[config.mk]
export PLATFORM = sky130hd
export DESIGN_NAME = mod_exp_997_top
export DESIGN_NICKNAME = d
export VERILOG_FILES = /design/src/source/mod997_pkg.sv /design/src/source/exp_config_regs.sv /design/src/source/mod_exp_997_top.sv /design/src/source/mod_exp_engine.sv /design/src/source/mod_mult_997.sv
export SDC_FILE = /design/constraint.sdc
export NUM_CORES = 1
export LEC_CHECK = 0
export BUFFER_PORTS_ARGS = -buffer_cell sky130_fd_sc_hd__buf_4
export CORE_MARGIN = 2
export CORE_UTILIZATION = 34
export DETAILED_ROUTE_END_ITERATION = 10
export PLACE_DENSITY_LB_ADDON = 0.2
export REMOVE_ABC_BUFFERS = 1
export SLEW_MARGIN = 20
export SYNTH_ARGS = -nofsm -noshare
export SYNTH_HDL_FRONTEND = slang
export SYNTH_SLANG_ARGS = --single-unit
[constraint.sdc]
create_clock -name clk -period 11.9 [get_ports clk]
set_clock_uncertainty 0.05 [all_clocks]
set_input_delay 1.785 -clock clk [delete_from_list [all_inputs] [get_ports clk]]
set_output_delay 1.785 -clock clk [all_outputs]
set_load 0.02 [all_outputs]
[src/source/mod997_pkg.sv]
package mod997_pkg;

  // *************************************************************************
  // Field widths and the prime modulus
  // *************************************************************************
  localparam int unsigned MODULUS    = 997;
  localparam int unsigned RES_BITS   = 10;
  localparam int unsigned EXP_BITS   = 10;
  localparam int unsigned DIGIT_BITS = 3;
  localparam int unsigned ADDR_BITS  = 2;

  // Radix-8 digits per operand, top digit one bit wide
  localparam int unsigned NUM_DIGITS = (RES_BITS + DIGIT_BITS - 1) / DIGIT_BITS;
  // Iteration counter holds EXP_BITS down to 1
  localparam int unsigned ITER_BITS  = $clog2(EXP_BITS + 1);

  // Register map
  localparam logic [ADDR_BITS-1:0] ADDR_BASE   = 2'd0;
  localparam logic [ADDR_BITS-1:0] ADDR_EXP    = 2'd1;
  localparam logic [ADDR_BITS-1:0] ADDR_CTRL   = 2'd2;
  localparam logic [ADDR_BITS-1:0] ADDR_RESULT = 2'd3;

  // Residue below MODULUS
  typedef logic [RES_BITS-1:0] residue_t;

  // Job setup from register block to engine
  typedef struct packed {
    residue_t            base;
    logic [EXP_BITS-1:0] exponent;
  } exp_cfg_t;

  // Engine state back to register block
  typedef struct packed {
    logic     busy;
    logic     done;
    residue_t result;
  } exp_status_t;

  // *************************************************************************
  // Multiplier lookup tables
  // *************************************************************************
  // One table per digit weight 8^k for k = 0 .. 2*NUM_DIGITS-2
  localparam int unsigned PP_WEIGHTS = 2 * NUM_DIGITS - 1;
  // Indexed by the digit pair {da, db}
  localparam int unsigned PP_ENTRIES = 1 << (2 * DIGIT_BITS);
  // Sum of sixteen residues fits in 14 bits
  localparam int unsigned SUM_BITS   = 14;
  // Sum split points for the second fold
  localparam int unsigned FOLD_LO    = 6;
  localparam int unsigned FOLD_HI    = 10;
  localparam int unsigned FOLD_ENTRIES = 1 << (FOLD_HI - FOLD_LO);

  // Entry [k][{da, db}] holds da * db * 8^k mod MODULUS
  function automatic logic [PP_WEIGHTS-1:0][PP_ENTRIES-1:0][RES_BITS-1:0] build_pp_rom();
    logic [PP_WEIGHTS-1:0][PP_ENTRIES-1:0][RES_BITS-1:0] rom;
    int unsigned weight;
    weight = 1;
    for (int unsigned k = 0; k < PP_WEIGHTS; k++)
    begin
      for (int unsigned idx = 0; idx < PP_ENTRIES; idx++)
      begin
        rom[k][idx] = RES_BITS'(((idx >> DIGIT_BITS) * (idx % (1 << DIGIT_BITS)) * weight)
                                % MODULUS);
      end
      // Next power of 8 already reduced
      weight = (weight << DIGIT_BITS) % MODULUS;
    end
    return rom;
  endfunction

  // Entry v holds v * 2^shift mod MODULUS
  function automatic logic [FOLD_ENTRIES-1:0][RES_BITS-1:0] build_fold_rom(
    input int unsigned shift
  );
    logic [FOLD_ENTRIES-1:0][RES_BITS-1:0] rom;
    for (int unsigned v = 0; v < FOLD_ENTRIES; v++)
    begin
      rom[v] = RES_BITS'((v << shift) % MODULUS);
    end
    return rom;
  endfunction

  localparam logic [PP_WEIGHTS-1:0][PP_ENTRIES-1:0][RES_BITS-1:0] PP_ROM = build_pp_rom();
  // Weight 64 for sum bits 9..6
  localparam logic [FOLD_ENTRIES-1:0][RES_BITS-1:0] FOLD_MID_ROM = build_fold_rom(FOLD_LO);
  // Weight 1024 mod 997 = 27 for sum bits 13..10
  localparam logic [FOLD_ENTRIES-1:0][RES_BITS-1:0] FOLD_TOP_ROM = build_fold_rom(FOLD_HI);

endpackage

[src/source/exp_config_regs.sv]
`timescale 1ns/1ps

module exp_config_regs (
  input  logic                              clk,
  input  logic                              rst,
  input  logic                              wr_en,
  input  logic [mod997_pkg::ADDR_BITS-1:0]  wr_addr,
  input  logic [mod997_pkg::RES_BITS-1:0]   wr_data,
  input  logic [mod997_pkg::ADDR_BITS-1:0]  rd_addr,
  output logic [mod997_pkg::RES_BITS-1:0]   rd_data,
  input  mod997_pkg::exp_status_t           status,
  output mod997_pkg::exp_cfg_t              cfg,
  output logic                              start
);

  import mod997_pkg::*;

  // Written base brought below the modulus
  residue_t base_red;

  // Last finished power
  residue_t result_q;

  // Sticky completion flag
  logic     done_flag;

  // *************************************************************************
  // Write side
  // *************************************************************************
  // Only 997..1023 need fixing so one subtraction does it
  always_comb
  begin
    if (wr_data >= RES_BITS'(MODULUS))
    begin
      base_red = wr_data - RES_BITS'(MODULUS);
    end
    else
    begin
      base_red = wr_data;
    end
  end

  always_ff @(posedge clk)
  begin
    if (rst)
    begin
      cfg       <= '0;
      start     <= 1'b0;
      result_q  <= '0;
      done_flag <= 1'b0;
    end
    else
    begin
      // Any control write starts a job
      // Engine decides whether to take it
      start <= wr_en && (wr_addr == ADDR_CTRL);

      if (wr_en && (wr_addr == ADDR_BASE))
      begin
        cfg.base <= base_red;
      end
      if (wr_en && (wr_addr == ADDR_EXP))
      begin
        cfg.exponent <= wr_data;
      end

      // Start wins over a coincident done since the engine takes it
      if (start)
      begin
        done_flag <= 1'b0;
      end
      else if (status.done)
      begin
        done_flag <= 1'b1;
      end

      if (status.done)
      begin
        result_q <= status.result;
      end
    end
  end

  // *************************************************************************
  // Read side
  // *************************************************************************
  always_comb
  begin
    case (rd_addr)
      ADDR_BASE:   rd_data = cfg.base;
      ADDR_EXP:    rd_data = cfg.exponent;
      // Status word with busy in bit 0
      ADDR_CTRL:   rd_data = {{(RES_BITS - 2){1'b0}}, done_flag, status.busy};
      default:     rd_data = result_q;
    endcase
  end

endmodule

[src/source/mod_exp_997_top.sv]
`timescale 1ns/1ps

module mod_exp_997_top (
  input  logic                              clk,
  input  logic                              rst,
  input  logic                              wr_en,
  input  logic [mod997_pkg::ADDR_BITS-1:0]  wr_addr,
  input  logic [mod997_pkg::RES_BITS-1:0]   wr_data,
  input  logic [mod997_pkg::ADDR_BITS-1:0]  rd_addr,
  output logic [mod997_pkg::RES_BITS-1:0]   rd_data,
  output logic                              done,
  output logic                              busy
);

  import mod997_pkg::*;

  // *************************************************************************
  // Internal links
  // *************************************************************************
  // Held job setup
  exp_cfg_t    cfg;
  // One-cycle pulse from a control write
  logic        start;
  // Engine state and result
  exp_status_t status;

  // Register port and sticky state
  exp_config_regs u_regs (
    .clk     (clk),
    .rst     (rst),
    .wr_en   (wr_en),
    .wr_addr (wr_addr),
    .wr_data (wr_data),
    .rd_addr (rd_addr),
    .rd_data (rd_data),
    .status  (status),
    .cfg     (cfg),
    .start   (start)
  );

  // Square-and-multiply sequencer
  mod_exp_engine u_engine (
    .clk    (clk),
    .rst    (rst),
    .start  (start),
    .cfg    (cfg),
    .status (status)
  );

  // Engine flags straight out
  assign done = status.done;
  assign busy = status.busy;

endmodule

[src/source/mod_exp_engine.sv]
`timescale 1ns/1ps

module mod_exp_engine (
  input  logic                    clk,
  input  logic                    rst,
  input  logic                    start,
  input  mod997_pkg::exp_cfg_t    cfg,
  output mod997_pkg::exp_status_t status
);

  import mod997_pkg::*;

  // Control state
  logic                 busy;
  logic                 done;
  logic [ITER_BITS-1:0] iter_cnt;

  // Running values of the right-to-left ladder
  residue_t             run_base;
  residue_t             run_result;
  logic [EXP_BITS-1:0]  exp_sr;

  // Multiplier outputs
  residue_t             base_sq;
  residue_t             result_mul;

  // Start only counts when idle
  logic                 accept;
  logic                 last_iter;

  assign accept    = start && !busy;
  assign last_iter = busy && (iter_cnt == ITER_BITS'(1));

  // *************************************************************************
  // Multipliers
  // *************************************************************************
  // Base squared every step
  mod_mult_997 u_square (
    .a       (run_base),
    .b       (run_base),
    .product (base_sq)
  );

  // Result times base when the exponent bit is set
  mod_mult_997 u_accum (
    .a       (run_result),
    .b       (run_base),
    .product (result_mul)
  );

  // *************************************************************************
  // Sequencer
  // *************************************************************************
  always_ff @(posedge clk)
  begin
    if (rst)
    begin
      busy     <= 1'b0;
      done     <= 1'b0;
      iter_cnt <= '0;
    end
    else
    begin
      // Done is a single-cycle pulse
      done <= 1'b0;
      if (accept)
      begin
        busy     <= 1'b1;
        iter_cnt <= ITER_BITS'(EXP_BITS);
      end
      else if (busy)
      begin
        iter_cnt <= iter_cnt - 1'b1;
        // Tenth step ends the job
        if (last_iter)
        begin
          busy <= 1'b0;
          done <= 1'b1;
        end
      end
    end
  end

  // Datapath
  always_ff @(posedge clk)
  begin
    if (accept)
    begin
      // Snapshot the job
      run_result <= RES_BITS'(1);
      run_base   <= cfg.base;
      exp_sr     <= cfg.exponent;
    end
    else if (busy)
    begin
      if (exp_sr[0])
      begin
        run_result <= result_mul;
      end
      run_base <= base_sq;
      exp_sr   <= exp_sr >> 1;
    end
  end

  // Result is final in the done cycle
  assign status = '{busy: busy, done: done, result: run_result};

endmodule

[src/source/mod_mult_997.sv]
`timescale 1ns/1ps

module mod_mult_997 (
  input  mod997_pkg::residue_t a,
  input  mod997_pkg::residue_t b,
  output mod997_pkg::residue_t product
);

  import mod997_pkg::*;

  // Radix-8 digit slices of each operand
  logic [NUM_DIGITS-1:0][DIGIT_BITS-1:0] a_dig;
  logic [NUM_DIGITS-1:0][DIGIT_BITS-1:0] b_dig;

  // Sixteen partial products, each already below MODULUS
  logic [NUM_DIGITS*NUM_DIGITS-1:0][RES_BITS-1:0] pp;

  // Raw sum of the folded partial products
  logic [SUM_BITS-1:0] pp_sum;

  // Second fold terms
  residue_t fold_mid;
  residue_t fold_top;

  // At most 63 + 960 + 405 so one subtraction is enough
  logic [RES_BITS:0] fold_sum;

  // *************************************************************************
  // Digit split
  // *************************************************************************
  // Zero extend to whole digits
  // Digit 3 only carries operand bit 9
  assign a_dig = (NUM_DIGITS * DIGIT_BITS)'(a);
  assign b_dig = (NUM_DIGITS * DIGIT_BITS)'(b);

  // *************************************************************************
  // Partial products
  // *************************************************************************
  // Digit pair (i, j) sits at weight 8^(i+j)
  // Table returns da * db * 8^(i+j) reduced
  always_comb
  begin
    for (int i = 0; i < NUM_DIGITS; i++)
    begin
      for (int j = 0; j < NUM_DIGITS; j++)
      begin
        pp[i * NUM_DIGITS + j] = PP_ROM[i + j][{a_dig[i], b_dig[j]}];
      end
    end
  end

  // Plain adder tree over all sixteen terms
  // 16 * 996 stays below 2^14
  always_comb
  begin
    pp_sum = '0;
    for (int n = 0; n < NUM_DIGITS * NUM_DIGITS; n++)
    begin
      pp_sum = pp_sum + SUM_BITS'(pp[n]);
    end
  end

  // *************************************************************************
  // Second fold
  // *************************************************************************
  // Bits 9..6 weigh 64
  assign fold_mid = FOLD_MID_ROM[pp_sum[FOLD_HI-1:FOLD_LO]];

  // Bits 13..10 weigh 1024 which is 27 mod 997
  assign fold_top = FOLD_TOP_ROM[pp_sum[SUM_BITS-1:FOLD_HI]];

  // Low six bits pass straight through
  assign fold_sum = (RES_BITS + 1)'(pp_sum[FOLD_LO-1:0])
                  + (RES_BITS + 1)'(fold_mid)
                  + (RES_BITS + 1)'(fold_top);

  // Final conditional subtraction
  always_comb
  begin
    if (fold_sum >= (RES_BITS + 1)'(MODULUS))
    begin
      product = RES_BITS'(fold_sum - (RES_BITS + 1)'(MODULUS));
    end
    else
    begin
      product = fold_sum[RES_BITS-1:0];
    end
  end

endmodule
======== Yosys cells after proc, flatten, opt, wreduce, memory -nomap -nowiden ========
Memories as Yosys holds them, arrays and structs flattened. A register that Yosys moved wholly into a read port is not among the register bits.
Cells that the tools add are included.
operators by class
  mux-type cells .......................... 67
  equality and inequality tests ........... 5
  reduce and logical (&&, ||, !) cells .... 13
  add/sub/neg operators ................... 38
  magnitude comparators ................... 39
  bitwise gates (word level) .............. 1
operators by type and width
  cell                    count
  $mux 10                 44
  $add 14x10->14          22
  $lt 6x7->1 const B      24
  $lt 4x7->1 const B      8
  $mux 6                  6
  $mux 4                  8
  $pmux 10 s3             1
  $sub 10x10->10 const B  3
  $add 13x10->14          2
  $add 12x10->13          2
  $add 11x10->12          2
  $add 10x10->11          2
  $add 11x10->11          2
  $add 6x10->11           2
  $ge 11x10->1 const B    2
  $bmux 10 s2             1
  $lt 4x5->1 const B      4
  $ge 10x10->1 const B    1
  $mux 3                  3
  $logic_and 1x1->1       5
  $eq 2x1->1 const B      2
  $eq 2x2->1 const B      2
  $eq 4x1->1 const B      1
  $logic_not 2->1         2
  8 further kinds         12
storage, ports and cells
  logic and storage cells ................. 209
  memory bits (read-only) ................. 12400
  input port bits ......................... 17
  register bits after elaboration ......... 68
  output and inout port bits .............. 12
  memories ................................ 34
memories
  memory            words  bits a word  rd ports  clocked after Yosys merged registers in  wr ports  RTL line            text
  (name not given)  64     10           1         1                                        0         mod_mult_997.sv:47  pp[i * NUM_DIGITS + j] = PP_ROM[i + j][{a_dig[i], b_dig[j]}];
  (name not given)  64     10           1         1                                        0         mod_mult_997.sv:47
  (name not given)  64     10           1         1                                        0         mod_mult_997.sv:47
  (name not given)  64     10           1         1                                        0         mod_mult_997.sv:47
  (name not given)  64     10           1         1                                        0         mod_mult_997.sv:47
  (name not given)  64     10           1         1                                        0         mod_mult_997.sv:47
  28 more memories  --     --           --        --                                       --        --

======== Longest topological paths before layout ========
  depth in word-level cells ............... 26
  gate-level depth with buffers ........... 46
  gate-level depth less buffers ........... 44

======== By module ========
From an unflattened synthesis, not the netlist that was laid out.
second synthesis, totals
  cells, all modules ...................... 2658
  area, all modules ....................... 20656.1 µm²
by module, submodules not included
  module                             cells each  area each (µm²)  times used
  mod_mult_997 at u_engine.u_accum   1183        8857.2           1
  mod_mult_997 at u_engine.u_square  1190        8790.9           1
  exp_config_regs                    168         1516.5           1
  mod_exp_engine                     117         1491.4           1

======== Worst setup path before layout ========
Ideal clock, no wire load.
  path type ............................... register to register
  from .................................... register u_engine.run_base[7]
  to ...................................... register u_engine.run_result[8]
  cell stages (with the launch flop) ...... 41
  required time ........................... 11.776 ns
  slack ................................... 1.608 ns
  path buffers ............................ 3
  setup time .............................. 0.074 ns
  period minus slack after synthesis ...... 10.292 ns
  arrival ................................. 10.168 ns
  cell sequence ........................... edfxtp_1 clkbuf_1 inv_1 ha_1 clkbuf_1 nand2_1 nand2_1 mux4_2 nand2_1 o21ai_0 fa_1 inv_1 fa_1 fa_1 inv_1 fa_1 fa_1 inv_1 [... 5 more ...] a21oi_1 o21ai_0 a21oi_1 o311ai_1 mux2i_1 nor2_1 a21oi_1 ha_1 inv_1 o21bai_1 a2111oi_0 nor3b_1 nor4b_1 nand4bb_1 and2_1 clkbuf_1 or3_1 a31oi_1
between the ends
  word-level cells in the longest chain between the ends .. 22
ends and longest elaborated chain
  element                                                RTL line                                text
  start, declared                                        mod_exp_engine.sv:19                    residue_t run_base;
  start signal, assigned                                 mod_exp_engine.sv:91                    run_base <= cfg.base;
  start signal, assigned                                 mod_exp_engine.sv:100                   run_base <= base_sq;
  $mem_v2 64x10                                          --
  $mux 10 (not written as such)                          mod_mult_997.sv:47
  $add 11x10->12                                         mod_mult_997.sv:59                      pp_sum = pp_sum + SUM_BITS'(pp[n]);
  $add 12x10->13                                         mod_mult_997.sv:59
  $add 13x10->14                                         mod_mult_997.sv:59
  $add 14x10->14 (9 in a row)                            mod_mult_997.sv:59
  $add 14x10->14 (*) (2 in a row)                        mod_mult_997.sv:59
  $mem_v2 16x10                                          --
  $mux 10 (not written as such)                          mod_mult_997.sv:67                      assign fold_mid = FOLD_MID_ROM[pp_sum[FOLD_HI-1:FOLD_LO]];
  $add 6x10->11                                          mod_mult_997.sv:74                      + (RES_BITS + 1)'(fold_mid)
  $add 11x10->11 (*)                                     mod_mult_997.sv:75                      + (RES_BITS + 1)'(fold_top);
  $sub 10x10->10 / $ge 11x10->1 (equally long branches)  mod_mult_997.sv:82, mod_mult_997.sv:80
  $mux 10 (*)                                            mod_mult_997.sv:80                      if (fold_sum >= (RES_BITS + 1)'(MODULUS))
  end signal, assigned                                   mod_exp_engine.sv:98                    run_result <= result_mul;
  end, declared                                          mod_exp_engine.sv:20                    residue_t run_result;
Every way passes the cells marked *; elsewhere a longest branch is shown, timed or not. The select of a mux whose other input is x is not followed.
A chain may end at the register's enable or synchronous reset.

==> impl_metrics.env <==
export IMPL_numCtsBuffers=17
export IMPL_cp_required_ns=12.16
export IMPL_via_count=20110
export IMPL_clockBufferDepth=2
export IMPL_syn_cell_area_um2=22390
export IMPL_min_path_type="reg -> reg"
export IMPL_critPathMaxFanout=18
export IMPL_die_height_um=260.6
export IMPL_wl_per_cell_um=22.61
export IMPL_ant_nets=0
export IMPL_first_global_vias=19740
export IMPL_synth_most_common_cell="inv_1"
export IMPL_synth_edf_count=20
export IMPL_synth_async_sr_flop_share_pct=0
export IMPL_crit_arrival_ns=11.70
export IMPL_vias_per_cell=5.648
export IMPL_gp_congestion=0.9778
export IMPL_num_rows=94
export IMPL_slowest_stage="o31ai_1"
export IMPL_die_area_um2=67920
export IMPL_drc=0
export IMPL_synth_common_cells="357 x inv_1, 278 x nand2_1, 225 x fa_1"
export IMPL_dpl_cell_count=3529
export IMPL_rsz0062_at_grt="false"
export IMPL_fin_tns_setup_ns=0
export IMPL_worstSetupStartpointType="flip-flop"
export IMPL_netlist_area_leader_share_pct=20.12
export IMPL_tritoncts="built"
export IMPL_track_usage_pct=23.91
export IMPL_path_clk_slew_ns=0.08
export IMPL_postSynthCellCount=2753
export IMPL_die_w_um=260.6
export IMPL_synth_ff_type="dfxtp_1"
export IMPL_timing_hold_ws_ns=0.4350
export IMPL_area_growth_pct=8.064
export IMPL_criticalPathCategory="reg -> reg"
export IMPL_yosysTopAreaCell="fa_1"
export IMPL_ys_seq_area_share_pct=17.79
export IMPL_tightest_slew_ns=1.068
export IMPL_cp_common_cell="fa_1"
export IMPL_holdBufCountCts=0
export IMPL_yosysUniqueCellTypes=91
export IMPL_first_iter_violations=2107
export IMPL_post_cts_buffers=0
export IMPL_slew_headroom_pct=27.31
export IMPL_ys_ff_latch=189
export IMPL_finalCritPeriodShare_pct=96.07
export IMPL_grt_overflow=0
export IMPL_htree_levels=4
export IMPL_slowest_delay_ns=0.58
export IMPL_finalNonFillerCells=3561
export IMPL_worstSkewPairLatency_ns=0.49
export IMPL_num_antenna_cells=0
export IMPL_grt_max_degree=68
export IMPL_portBuffers=28
export IMPL_setup_viol=0
export IMPL_place_hpwl_mm=62.90
export IMPL_grt_pass1_wl_mm=123.7
export IMPL_syn_area_per_cell_um2=8.133
export IMPL_cts_root_buf="clkbuf_16"
export IMPL_cap_violations=0
export IMPL_max_freq_mhz=87.47
export IMPL_core_um2=65510
export IMPL_nets=3097
export IMPL_hold_viol=0
export IMPL_drt_wl_total_mm=80.53
export IMPL_period_needed_ns=11.43
export IMPL_ios=29
export IMPL_maxSlewViolCount=0
export IMPL_layout_drive_gt1_share_pct=7.453
export IMPL_synth_area_leaders="fa_1 20%, dfxtp_1 15%, ha_1 9.6%"
export IMPL_antenna_found_initial=1
export IMPL_yosys_warnings=0
export IMPL_initial_utilization_pct=34.18
export IMPL_end_kind="flip-flop"
export IMPL_firstDrtPassIters=6
export IMPL_cts_num_sinks=189
export IMPL_status="finished, final reports clean"
per-layer routing:
metal | part of all wire (%) | wire length, µm | track usage, %
met5 | 0 | 0 | 0
met4 | 3.9 | 3123 | 9.143
met2 | 46 | 37140 | 38.19
met3 | 6.2 | 4991 | 2.661
met1 | 44 | 35270 | 33.15
flip-flops by register name, indices dropped and copies added, names as in the netlist, 4 cells and up:
register,flops
u_engine.exp_sr,10
u_engine.iter_cnt,4
u_engine.run_base,10
u_engine.run_result,10
u_engine.u_square.pp,121
u_regs.cfg,20
u_regs.result_q,10
cell families after synthesis:
group / count (synthesis) / synth area share (%)
xor+xnor: 44 / 1.721
buf+inv: 561 / 9.590
compound gates: 733 / 21.35
simple gates: 737 / 14.90
mux: 93 / 4.968
fa+ha+maj: 396 / 29.67
flops: 189 / 17.79
cells in the final DEF (no fill, tap or decap), types with 20 or more instances in the layout:
cell      synthesis  layout
a211oi_1         34      34
a21o_1           25      25
a21oi_1         214     214
a221oi_1         23      23
a22oi_1          22      22
a31oi_1          30      30
buf_4             0     104
dfxtp_1         169     164
edfxtp_1         20      20
fa_1            225     225
ha_1            171     170
inv_1           357     357
mux2i_1          65      64
nand2_1         278     278
nand2b_1         22      22
nand3_1          48      48
nor2_1          212     212
nor2b_1          21      21
nor3_1           56      56
o211ai_1         33      33
o21ai_0         160     160
xnor2_1          30      30
worst max-delay path, delay by kind of cell (launching register included):
family,cells,cell delay [ns]
adders and majority gates,10,4.54
AOI/OAI and AO/OA,13,3.73
muxes,2,0.74
and+or+nand+nor,2,0.70
buffers and inverters,4,0.67
xor gates and xnor gates,1,0.45
DFF,1,0.37
final cells by class:
class / instances / area (µm²)
clock buffers: 20 / 466.7
well taps: 864 / 1081
repair buffers: 105 / 800.8
flip-flops and latches: 189 / 3990
clock inverters: 12 / 168.9
multi-input cells: 2003 / 16300
fillers: 6793 / 41320
inverters: 368 / 1389
stage by stage:
stage               instance area, µm²  setup WS, ns  util, %
finish                           24190        0.4674    36.93
global route                     24190       0.02823    36.93
CTS                              24180        0.4457    36.91
detailed placement               23540        0.4331    35.94
global placement                 23540        0.6650    35.94
floorplan                        21620        0.6235        -
path summary, 6_finish.rpt:
kind | slack (ns) | start | cells past startpoint | end
max | 0.47 | u_engine.u_square.pp[122] | 32 | u_engine.u_square.pp[15]
min | 0.43 | u_engine.iter_cnt[3] | 1 | u_engine.iter_cnt[3]
max reg2reg | 0.47 | u_engine.u_square.pp[122] | 32 | u_engine.u_square.pp[15]
min reg2reg | 0.43 | u_engine.iter_cnt[3] | 1 | u_engine.iter_cnt[3]
repair_timing:
action                     in CTS  in global routing
resized for setup               0                  5
setup endpoints to repair       0                 10
hold endpoints to repair        0                  0
Power is not shown: default switching activity piles up to over one toggle a cycle in this logic, so the estimate is an artifact.
